===== src/rtl/fp_slice_pkg.sv =====
// Shared definitions for the two-lane non-computational FP slice
// Formats, opcodes, data path widths, canonical NaNs and the status flags
// used by the issue stage, the pipeline and the result packer

`default_nettype none

package fp_slice_pkg;

  // ----------------------------------------
  // Data path geometry
  // ----------------------------------------
  localparam int unsigned SLICE_WIDTH = 32;  // Full data path
  localparam int unsigned NUM_LANES   = 2;
  localparam int unsigned FP16_WIDTH  = 16;  // Width of one FP16 lane slice
  localparam int unsigned AUX_BITS    = 2;   // Vector flag and format

  // ----------------------------------------
  // Formats and operations
  // ----------------------------------------
  typedef enum logic {
    FP32 = 1'b0,
    FP16 = 1'b1
  } fp_format_e;

  typedef enum logic [2:0] {
    OP_SGNJ  = 3'd0,  // Sign taken from b
    OP_SGNJN = 3'd1,  // Inverted sign of b
    OP_SGNJX = 3'd2,  // Xor of both signs
    OP_MIN   = 3'd3,
    OP_MAX   = 3'd4
  } op_e;

  // IEEE 754 exception flags, only NV can be raised by this slice
  typedef struct packed {
    logic NV;  // Invalid operation
    logic DZ;  // Divide by zero
    logic OF;  // Overflow
    logic UF;  // Underflow
    logic NX;  // Inexact
  } status_t;

  // Canonical quiet NaNs
  localparam logic [31:0] QNAN_FP32 = 32'h7FC0_0000;
  localparam logic [15:0] QNAN_FP16 = 16'h7E00;

endpackage

`default_nettype wire


===== src/rtl/noncomp_lane.sv =====
// Non-computational FP unit for one SIMD lane
// Performs sign injection (plain, negated, xor) and IEEE minNum/maxNum
// on FP32 or FP16 operands. Purely combinational. A 16-bit lane only
// handles FP16, a 32-bit lane uses its low half in FP16 mode

`timescale 1ns/1ns
`default_nettype none

module noncomp_lane import fp_slice_pkg::*; #(
  parameter int unsigned LaneWidth = 32
) (
  input  logic [LaneWidth-1:0] a_i,
  input  logic [LaneWidth-1:0] b_i,
  input  op_e                  op_i,
  input  fp_format_e           fmt_i,
  output logic [LaneWidth-1:0] result_o,
  output logic                 nv_o
);

  logic                   is_fp16;
  logic                   is_minmax;
  logic [SLICE_WIDTH-1:0] a_ext;
  logic [SLICE_WIDTH-1:0] b_ext;
  logic [SLICE_WIDTH-1:0] op_a;       // Operands in the active format
  logic [SLICE_WIDTH-1:0] op_b;
  logic                   sign_a;
  logic                   sign_b;
  logic [SLICE_WIDTH-2:0] mag_a;      // Magnitude without sign
  logic [SLICE_WIDTH-2:0] mag_b;
  logic                   nan_a;
  logic                   nan_b;
  logic                   snan_a;
  logic                   snan_b;
  logic [SLICE_WIDTH-1:0] qnan;
  logic                   res_sign;
  logic                   a_lt_b;
  logic [SLICE_WIDTH-1:0] sgnj_res;
  logic [SLICE_WIDTH-1:0] minmax_res;
  logic [SLICE_WIDTH-1:0] full_res;

  assign is_fp16   = (LaneWidth == FP16_WIDTH) || (fmt_i == FP16);
  assign is_minmax = (op_i == OP_MIN) || (op_i == OP_MAX);
  assign a_ext     = SLICE_WIDTH'(a_i);  // Zero extend narrow lanes
  assign b_ext     = SLICE_WIDTH'(b_i);

  // ----------------------------------------
  // Operand classification
  // ----------------------------------------
  always_comb begin : decode
    if (is_fp16) begin
      op_a   = {16'h0, a_ext[15:0]};
      op_b   = {16'h0, b_ext[15:0]};
      sign_a = a_ext[15];
      sign_b = b_ext[15];
      mag_a  = {16'h0, a_ext[14:0]};
      mag_b  = {16'h0, b_ext[14:0]};
      nan_a  = (a_ext[14:10] == '1) && (a_ext[9:0] != '0);
      nan_b  = (b_ext[14:10] == '1) && (b_ext[9:0] != '0);
      snan_a = nan_a && !a_ext[9];   // Quiet bit clear
      snan_b = nan_b && !b_ext[9];
      qnan   = {16'h0, QNAN_FP16};
    end else begin
      op_a   = a_ext;
      op_b   = b_ext;
      sign_a = a_ext[31];
      sign_b = b_ext[31];
      mag_a  = a_ext[30:0];
      mag_b  = b_ext[30:0];
      nan_a  = (a_ext[30:23] == '1) && (a_ext[22:0] != '0);
      nan_b  = (b_ext[30:23] == '1) && (b_ext[22:0] != '0);
      snan_a = nan_a && !a_ext[22];
      snan_b = nan_b && !b_ext[22];
      qnan   = QNAN_FP32;
    end
  end

  // ----------------------------------------
  // Sign injection
  // ----------------------------------------
  always_comb begin : sign_inject
    unique case (op_i)
      OP_SGNJ:  res_sign = sign_b;
      OP_SGNJN: res_sign = ~sign_b;
      OP_SGNJX: res_sign = sign_a ^ sign_b;
      default:  res_sign = sign_a;
    endcase
    sgnj_res = is_fp16 ? {16'h0, res_sign, mag_a[14:0]} : {res_sign, mag_a};
  end

  // ----------------------------------------
  // Min / max
  // ----------------------------------------
  always_comb begin : min_max
    // Sign-magnitude ordering, -0 sorts below +0
    if (sign_a != sign_b) begin
      a_lt_b = sign_a;
    end else if (sign_a) begin
      a_lt_b = mag_a > mag_b;  // Both negative
    end else begin
      a_lt_b = mag_a < mag_b;
    end

    if (nan_a && nan_b) begin
      minmax_res = qnan;
    end else if (nan_a) begin
      minmax_res = op_b;       // NaN loses against a number
    end else if (nan_b) begin
      minmax_res = op_a;
    end else if ((op_i == OP_MIN) == a_lt_b) begin
      minmax_res = op_a;
    end else begin
      minmax_res = op_b;
    end
  end

  assign full_res = is_minmax ? minmax_res : sgnj_res;
  assign result_o = full_res[LaneWidth-1:0];
  assign nv_o     = is_minmax && (snan_a || snan_b);  // Only signaling NaNs trap

endmodule

`default_nettype wire


===== src/rtl/lane_issue.sv =====
// Issue stage of the SIMD slice
// Splits both operands into lanes, runs the lane units and forms the
// lane-1 activity, the aux bits and the payload for the pipeline

`timescale 1ns/1ns
`default_nettype none

module lane_issue import fp_slice_pkg::*; #(
  parameter int unsigned TagWidth = 4
) (
  input  logic                                  clk_i,
  input  logic                                  reset_i,
  input  logic [1:0][SLICE_WIDTH-1:0]           operands_i,  // {b, a}
  input  op_e                                   op_i,
  input  fp_format_e                            fmt_i,
  input  logic                                  vectorial_i,
  input  logic [NUM_LANES-1:0]                  simd_mask_i,
  input  logic [TagWidth-1:0]                   tag_i,
  input  logic                                  in_valid_i,
  output logic [NUM_LANES-1:0][SLICE_WIDTH-1:0] lane_result_o,
  output logic [NUM_LANES-1:0]                  lane_nv_o,
  output logic                                  lane1_active_o,
  output logic [AUX_BITS-1:0]                   aux_o,
  output logic [TagWidth-1:0]                   tag_o,
  output logic [NUM_LANES-1:0]                  mask_o,
  output logic                                  valid_o
);

  logic [FP16_WIDTH-1:0] lane1_res;

  // Upper lane only works for vectorial FP16, vectorial FP32 runs scalar
  assign lane1_active_o = vectorial_i && (fmt_i == FP16);

  // ----------------------------------------
  // Lane units
  // ----------------------------------------
  noncomp_lane #(
    .LaneWidth ( SLICE_WIDTH )
  ) u_lane0 (
    .a_i      ( operands_i[0]    ),
    .b_i      ( operands_i[1]    ),
    .op_i     ( op_i             ),
    .fmt_i    ( fmt_i            ),
    .result_o ( lane_result_o[0] ),
    .nv_o     ( lane_nv_o[0]     )
  );

  noncomp_lane #(
    .LaneWidth ( FP16_WIDTH )
  ) u_lane1 (
    .a_i      ( operands_i[0][SLICE_WIDTH-1 -: FP16_WIDTH] ),  // Upper halves
    .b_i      ( operands_i[1][SLICE_WIDTH-1 -: FP16_WIDTH] ),
    .op_i     ( op_i                                        ),
    .fmt_i    ( FP16                                        ),
    .result_o ( lane1_res                                   ),
    .nv_o     ( lane_nv_o[1]                                )
  );

  assign lane_result_o[1] = {{(SLICE_WIDTH-FP16_WIDTH){1'b0}}, lane1_res};

  // Side information travelling with the data
  assign aux_o   = {vectorial_i, fmt_i};
  assign tag_o   = tag_i;
  assign mask_o  = simd_mask_i;
  assign valid_o = in_valid_i;

  // Handshake must stay clean once out of reset
  assert property (@(posedge clk_i) disable iff (reset_i) !$isunknown(in_valid_i))
    else $error("in_valid_i is unknown");

endmodule

`default_nettype wire


===== src/rtl/slice_pipe.sv =====
// Shared pipeline of the SIMD slice
// NumPipeRegs enable-register stages holding lane results, NV flags,
// tag and aux bits. Valid/ready handshake on both sides, synchronous
// flush of all stage valids. A stage advances when the next one is
// ready or empty. NumPipeRegs = 0 gives a combinational pass-through

`timescale 1ns/1ns
`default_nettype none

module slice_pipe import fp_slice_pkg::*; #(
  parameter int unsigned NumPipeRegs = 2,
  parameter int unsigned TagWidth    = 4
) (
  input  logic                                  clk_i,
  input  logic                                  reset_i,
  input  logic                                  flush_i,
  // Upstream side
  input  logic                                  in_valid_i,
  output logic                                  in_ready_o,
  input  logic [NUM_LANES-1:0][SLICE_WIDTH-1:0] lane_result_i,
  input  logic [NUM_LANES-1:0]                  lane_nv_i,
  input  logic                                  lane1_active_i,
  input  logic [AUX_BITS-1:0]                   aux_i,
  input  logic [TagWidth-1:0]                   tag_i,
  input  logic [NUM_LANES-1:0]                  mask_i,
  // Downstream side
  output logic                                  out_valid_o,
  input  logic                                  out_ready_i,
  output logic [NUM_LANES-1:0][SLICE_WIDTH-1:0] lane_result_o,
  output logic [NUM_LANES-1:0]                  lane_nv_o,
  output logic                                  lane1_active_o,
  output logic [AUX_BITS-1:0]                   aux_o,
  output logic [TagWidth-1:0]                   tag_o,
  output logic [NUM_LANES-1:0]                  mask_o,
  output logic                                  busy_o
);

  localparam int unsigned PayloadWidth =
      NUM_LANES*SLICE_WIDTH + NUM_LANES + 1 + AUX_BITS + TagWidth + NUM_LANES;

  // Index i is the signal after i register stages
  logic [PayloadWidth-1:0] stage_data  [0:NumPipeRegs];
  logic                    stage_valid [0:NumPipeRegs];
  logic                    stage_ready [0:NumPipeRegs];

  assign stage_data[0]  = {lane_result_i, lane_nv_i, lane1_active_i, aux_i, tag_i, mask_i};
  assign stage_valid[0] = in_valid_i;
  assign stage_ready[NumPipeRegs] = out_ready_i;  // Driven by the consumer

  // ----------------------------------------
  // Register stages
  // ----------------------------------------
  for (genvar i = 0; i < NumPipeRegs; i++) begin : gen_stage
    logic                    valid_q;
    logic [PayloadWidth-1:0] data_q;

    // Advance if the next stage takes our item or holds only a bubble
    assign stage_ready[i] = stage_ready[i+1] | ~stage_valid[i+1];

    always_ff @(posedge clk_i) begin
      if (reset_i || flush_i) begin
        valid_q <= 1'b0;
      end else if (stage_ready[i]) begin
        valid_q <= stage_valid[i];
      end
    end

    // Payload loads only when a valid item moves in
    always_ff @(posedge clk_i) begin
      if (stage_ready[i] && stage_valid[i]) begin
        data_q <= stage_data[i];
      end
    end

    assign stage_valid[i+1] = valid_q;
    assign stage_data[i+1]  = data_q;
  end

  // ----------------------------------------
  // Outputs
  // ----------------------------------------
  assign in_ready_o  = stage_ready[0];
  assign out_valid_o = stage_valid[NumPipeRegs];
  assign {lane_result_o, lane_nv_o, lane1_active_o, aux_o, tag_o, mask_o} =
      stage_data[NumPipeRegs];

  if (NumPipeRegs == 0) begin : gen_busy_comb
    assign busy_o = in_valid_i;  // Item passes straight through
  end else begin : gen_busy_regs
    always_comb begin
      busy_o = 1'b0;
      for (int i = 1; i <= NumPipeRegs; i++) begin
        busy_o |= stage_valid[i];
      end
    end

    // Stalled output keeps its item until it is taken
    assert property (@(posedge clk_i) disable iff (reset_i)
        out_valid_o && !out_ready_i && !flush_i
        |=> out_valid_o && $stable(stage_data[NumPipeRegs]))
      else $error("Output changed while stalled");

    assert property (@(posedge clk_i) disable iff (reset_i) flush_i |=> !busy_o)
      else $error("Valid item left after flush");
  end

endmodule

`default_nettype wire


===== src/rtl/result_pack.sv =====
// Result packer of the SIMD slice
// Assembles the 32-bit result from the lane results by format, NaN-boxes
// scalar FP16 results and collapses the lane NV flags under the SIMD mask

`timescale 1ns/1ns
`default_nettype none

module result_pack import fp_slice_pkg::*; (
  input  logic [NUM_LANES-1:0][SLICE_WIDTH-1:0] lane_result_i,
  input  logic [NUM_LANES-1:0]                  lane_nv_i,
  input  logic                                  lane1_active_i,
  input  logic [AUX_BITS-1:0]                   aux_i,
  input  logic [NUM_LANES-1:0]                  mask_i,
  output logic [SLICE_WIDTH-1:0]                result_o,
  output status_t                               status_o
);

  fp_format_e           res_fmt;
  logic                 res_vec;
  logic [NUM_LANES-1:0] lane_used;  // Lanes allowed to report status

  assign {res_vec, res_fmt} = aux_i;
  assign lane_used = {lane1_active_i, 1'b1};

  // ----------------------------------------
  // Result assembly
  // ----------------------------------------
  always_comb begin : pack
    if (res_fmt == FP32) begin
      result_o = lane_result_i[0];
    end else if (res_vec) begin
      result_o = {lane_result_i[1][FP16_WIDTH-1:0], lane_result_i[0][FP16_WIDTH-1:0]};
    end else begin
      // Scalar FP16, upper half boxed with ones
      result_o = {{(SLICE_WIDTH-FP16_WIDTH){1'b1}}, lane_result_i[0][FP16_WIDTH-1:0]};
    end
  end

  // ----------------------------------------
  // Status collapse
  // ----------------------------------------
  always_comb begin : collapse
    logic nv;
    nv = 1'b0;
    for (int i = 0; i < NUM_LANES; i++) begin
      nv |= lane_nv_i[i] & mask_i[i] & lane_used[i];
    end
    status_o    = '0;
    status_o.NV = nv;
  end

endmodule

`default_nettype wire


===== src/rtl/fp_noncomp_slice.sv =====
// Two-lane non-computational FP slice, top level
// Sign injection and min/max on one FP32 lane or two FP16 lanes.
// Issue stage and packer are combinational, all latency sits in the
// shared pipeline of NumPipeRegs stages

`timescale 1ns/1ns
`default_nettype none

module fp_noncomp_slice import fp_slice_pkg::*; #(
  parameter int unsigned NumPipeRegs = 2,
  parameter int unsigned TagWidth    = 4
) (
  input  logic                        clk_i,
  input  logic                        reset_i,
  // Operation
  input  logic [1:0][SLICE_WIDTH-1:0] operands_i,
  input  op_e                         op_i,
  input  fp_format_e                  fmt_i,
  input  logic                        vectorial_i,
  input  logic [NUM_LANES-1:0]        simd_mask_i,
  input  logic [TagWidth-1:0]         tag_i,
  input  logic                        in_valid_i,
  output logic                        in_ready_o,
  input  logic                        flush_i,
  // Result
  output logic [SLICE_WIDTH-1:0]      result_o,
  output status_t                     status_o,
  output logic [TagWidth-1:0]         tag_o,
  output logic                        out_valid_o,
  input  logic                        out_ready_i,
  output logic                        busy_o
);

  // Issue stage to pipeline
  logic [NUM_LANES-1:0][SLICE_WIDTH-1:0] iss_lane_result;
  logic [NUM_LANES-1:0]                  iss_lane_nv;
  logic                                  iss_lane1_active;
  logic [AUX_BITS-1:0]                   iss_aux;
  logic [TagWidth-1:0]                   iss_tag;
  logic [NUM_LANES-1:0]                  iss_mask;
  logic                                  iss_valid;

  // Pipeline to packer
  logic [NUM_LANES-1:0][SLICE_WIDTH-1:0] pip_lane_result;
  logic [NUM_LANES-1:0]                  pip_lane_nv;
  logic                                  pip_lane1_active;
  logic [AUX_BITS-1:0]                   pip_aux;
  logic [NUM_LANES-1:0]                  pip_mask;

  lane_issue #(
    .TagWidth ( TagWidth )
  ) u_issue (
    .clk_i, .reset_i,
    .operands_i, .op_i, .fmt_i, .vectorial_i, .simd_mask_i, .tag_i, .in_valid_i,
    .lane_result_o  ( iss_lane_result  ),
    .lane_nv_o      ( iss_lane_nv      ),
    .lane1_active_o ( iss_lane1_active ),
    .aux_o          ( iss_aux          ),
    .tag_o          ( iss_tag          ),
    .mask_o         ( iss_mask         ),
    .valid_o        ( iss_valid        )
  );

  slice_pipe #(
    .NumPipeRegs ( NumPipeRegs ),
    .TagWidth    ( TagWidth    )
  ) u_pipe (
    .clk_i, .reset_i, .flush_i,
    .in_valid_i     ( iss_valid        ),
    .in_ready_o,
    .lane_result_i  ( iss_lane_result  ),
    .lane_nv_i      ( iss_lane_nv      ),
    .lane1_active_i ( iss_lane1_active ),
    .aux_i          ( iss_aux          ),
    .tag_i          ( iss_tag          ),
    .mask_i         ( iss_mask         ),
    .out_valid_o, .out_ready_i,
    .lane_result_o  ( pip_lane_result  ),
    .lane_nv_o      ( pip_lane_nv      ),
    .lane1_active_o ( pip_lane1_active ),
    .aux_o          ( pip_aux          ),
    .tag_o,                              // Tag leaves straight from the last stage
    .mask_o         ( pip_mask         ),
    .busy_o
  );

  result_pack u_pack (
    .lane_result_i  ( pip_lane_result  ),
    .lane_nv_i      ( pip_lane_nv      ),
    .lane1_active_i ( pip_lane1_active ),
    .aux_i          ( pip_aux          ),
    .mask_i         ( pip_mask         ),
    .result_o,
    .status_o
  );

endmodule

`default_nettype wire


===== config.mk =====
export PLATFORM = sky130hd
export DESIGN_NAME = fp_noncomp_slice
export DESIGN_NICKNAME = d
export VERILOG_FILES = /design/src/rtl/fp_slice_pkg.sv /design/src/rtl/noncomp_lane.sv /design/src/rtl/lane_issue.sv /design/src/rtl/slice_pipe.sv /design/src/rtl/result_pack.sv /design/src/rtl/fp_noncomp_slice.sv
export SDC_FILE = /design/constraint.sdc
export NUM_CORES = 1
export LEC_CHECK = 0
export ABC_AREA = 0
export BUFFER_PORTS_ARGS = -buffer_cell sky130_fd_sc_hd__buf_2
export CAP_MARGIN = 20
export CORE_MARGIN = 3
export CORE_UTILIZATION = 55
export DETAILED_ROUTE_END_ITERATION = 12
export GPL_TIMING_DRIVEN = 0
export PLACE_DENSITY = 0.75
export SLEW_MARGIN = 0
export SYNTH_ARGS = -nofsm -noshare
export SYNTH_HDL_FRONTEND = slang
export SYNTH_SLANG_ARGS = --single-unit

===== constraint.sdc =====
create_clock -name clk_i -period 10.5 [get_ports clk_i]
set_input_delay 1.05 -clock clk_i [delete_from_list [all_inputs] [get_ports clk_i]]
set_output_delay 1.05 -clock clk_i [all_outputs]
set_load 0.01 [all_outputs]

==> results.yml <==
run_status:
  status: "finished, final reports clean"
power:
  combPwrFrac_pct: 12.7
  power_frac_clock_pct: 44.3
  p_seq_share_pct: 43.0
  pwr_density_cell_mw_per_mm2: 165
  net-switching-power_uw: 313
  p_sw_share_pct: 23.8
  irDropWorstVdd_uv: 92.7
  intPower_uw: 1000
  leakage_uw: 0.00335
synth:
  seq_area_frac_synth_pct: 54.6
  synth_xor_area_share_pct: 0
  synth_area_mm2: 0.00656
  async_reset_ff_share_pct: 0
  synth_ff_type: "edfxtp_1"
  synth_top_family_by_area: "compound AO/OA/AOI/OAI gates"
  synth-compound-area-share_pct: 15.9
  synthAdderAreaFrac_pct: 8.78
  synthSimpleGateAreaFrac_pct: 12.5
  synthDistinctLibCells: 61
  synthCells: 545
  ys_warn_count: 0
  synthMuxAreaShare_pct: 1.83
  ys_ff_latch: 120
  postSynthAreaPerCell_um2: 12.0
  synth_edf_count: 118
die:
  die-area_mm2: 0.0133
  die_w_um: 115
  start_util_pct: 57.0
  dieHeight_um: 115
  io_pins: 124
  row_count: 39
  core_mm2: 0.0115
worst_setup_path:
  path_class: "in2reg"
  cp-end-kind: "flip-flop"
  cp.arrival_ns: 5.06
  cpPeakStageDelay_ns: 0.66
  reg2reg_slack_ns: 8.67
  crit_chain: "buf_2, buf_2, clkbuf_1, clkbuf_1, nand2b_1, ha_1, nand4_1, nor4_1, nand2b_1, a21oi_1, o32a_1, o31ai_4, nor3_1, a22o_1"
  crit_fanout: 10
  start_kind: "input pin"
  cpMaxStageDelayCell: "nor3_1"
  required_ns: 10.76
clocking:
  clk_pin_slew_worst_paths_ns: 0.06
  htree_levels: 4
  cts_sinks: 120
  post_cts_buffers: 0
  cts_tree: "yes"
  clock_latency_ns: 0.41
  cts_root_buf: "clkbuf_16"
  cts_resized: 0
  clock_path_buffers: 2
  numCtsBuffers: 17
  cts_hold_buf: 0
timing:
  setup-tns-final_ns: 0
  fmax_mhz: 208
  slew_headroom_pct: 33.1
  finalHoldViolations: 0
  fin_crit_ns: 4.80
  period_share_pct: 45.7
  skew_ns: 0.00502
  finalMaxSlewViolations: 0
  layout_setup_ws_ns: 5.70
  worstMarginPinSlew_ns: 1.00
  setup_violations: 0
  rsz0062_at_grt: "false"
global_routing:
  grt_max_degree: 39
  grt_pass1_wl_um: 24400
  grt-ovfl-total: 0
  grt_antenna_before_repair: 0
  grt_pass1_vias: 4770
  grt_usage_pct: 24.4
job:
  drv_cap: 0
placement:
  hpwl_um: 12000
  numPortBuffers: 116
  routabilityCongestion: 0.924
  place_area_mm2: 0.00738
  dp_slack_ns: 5.35
cells_and_area:
  final_common_cell: "buf_2"
  multi_input_area_mm2: 0.00258
  fin_util_pct: 69.3
  area_growth_pct: 21.6
  diodes: 0
  stdcell_area_mm2: 0.00798
  drive_above_1_share_pct: 28.6
  nets: 811
  layout_common_cells: "buf_2, edfxtp_1, ha_1"
  nFillCells: 867
  ff_latch_area_mm2: 0.00358
drt:
  route.detailed.drc: 0
  avgRoutedWirePerCell_um: 18.6
  viasPerCell: 5.89
  drt_wl_total_um: 15600
  firstDrtPassIters: 5
  vias: 4951
  drt_iter0_drc: 441
  final_antenna_net_count: 0
hold_path:
  worstHoldPathType: "reg2reg"
==> power groups by stage <==
stage | sequential (µW) | combinational [µW] | clock (µW)
finish | 565 | 166 | 582
floorplan | 574 | 102 | 0
global route | 567 | 184 | 615
detailed placement | 575 | 164 | 0
global placement | 575 | 157 | 0
CTS | 566 | 165 | 592
==> area by class of cell <==
| cell class | count | share of cell area (%) |
|---|---|---|
| buffer | 38 | 3.06 |
| clock buffer | 17 | 5.33 |
| clock inverter | 14 | 2.18 |
| inverter | 45 | 2.12 |
| multi-input combinational | 345 | 32.4 |
| sequential | 120 | 44.9 |
| tap | 143 | 2.24 |
| timing repair buffer | 118 | 7.78 |
==> cell families after synthesis <==
family	after synthesis
other	1
AO/OA/AOI/OAI	130
AND/OR/NAND/NOR	154
flip-flops	120
multiplexers	11
adder cells (fa/ha/maj)	46
buffers and inverters	83
==> per-stage QoR <==
step                std cells  hold slack [ns]  power [µW]
global placement          807            0.401         732
finish                    840            0.411        1310
CTS                       840            0.413        1320
global route              840            0.414        1370
detailed placement        809            0.405         739
floorplan                 548            0.400         676
==> cells in the mapped netlist (all sizes together), types with 13 or more instances <==
library cell / n / area (µm²)
a21oi: 24 / 120
a22o: 20 / 175
buf: 26 / 199
edfxtp: 118 / 3540
ha: 46 / 576
inv: 45 / 169
nand2: 29 / 109
nand2b: 28 / 175
nand3: 14 / 70.1
nor2: 26 / 100
o21ai: 13 / 91.3
o22a: 15 / 131
==> sequential cells by signal, summed over array words and instances (netlist names) <==
register                  count
u_pipe.gen_stage.data_q     118
u_pipe.out_valid_o            1
u_pipe.gen_stage.valid_q      1
==> worst max-delay path: cells and delay by family <==
kind,cells,cell delay (ns)
AND/OR/NAND/NOR,5,1.57
buffers and inverters,4,1.27
AO/OA/AOI/OAI,4,1.03
adder cells (fa/ha/maj),1,0.14
==> path summary, 6_finish.rpt <==
| kind | start | end | cells past startpoint |
|---|---|---|---|
| setup / recovery | fmt_i | u_pipe.gen_stage[0].data_q[32] | 14 |
| hold / removal | u_pipe.gen_stage[0].data_q[21] | u_pipe.gen_stage[1].data_q[21] | 0 |
| setup reg to reg | u_pipe.out_valid_o | u_pipe.gen_stage[0].data_q[27] | 4 |
| hold reg to reg | u_pipe.gen_stage[0].data_q[21] | u_pipe.gen_stage[1].data_q[21] | 0 |
==> routing by layer <==
| metal | vias to the layer above | global-route usage [%] | wire, µm |
|---|---|---|---|
| li1 | 2350 | - | - |
| met1 | 2376 | 32.6 | 6790 |
| met2 | 194 | 38.8 | 7510 |
| met3 | 31 | 6.37 | 976 |
| met4 | 0 | 8.84 | 330 |
| met5 | - | 0 | 0 |
Power figures use the tool's default switching activity.
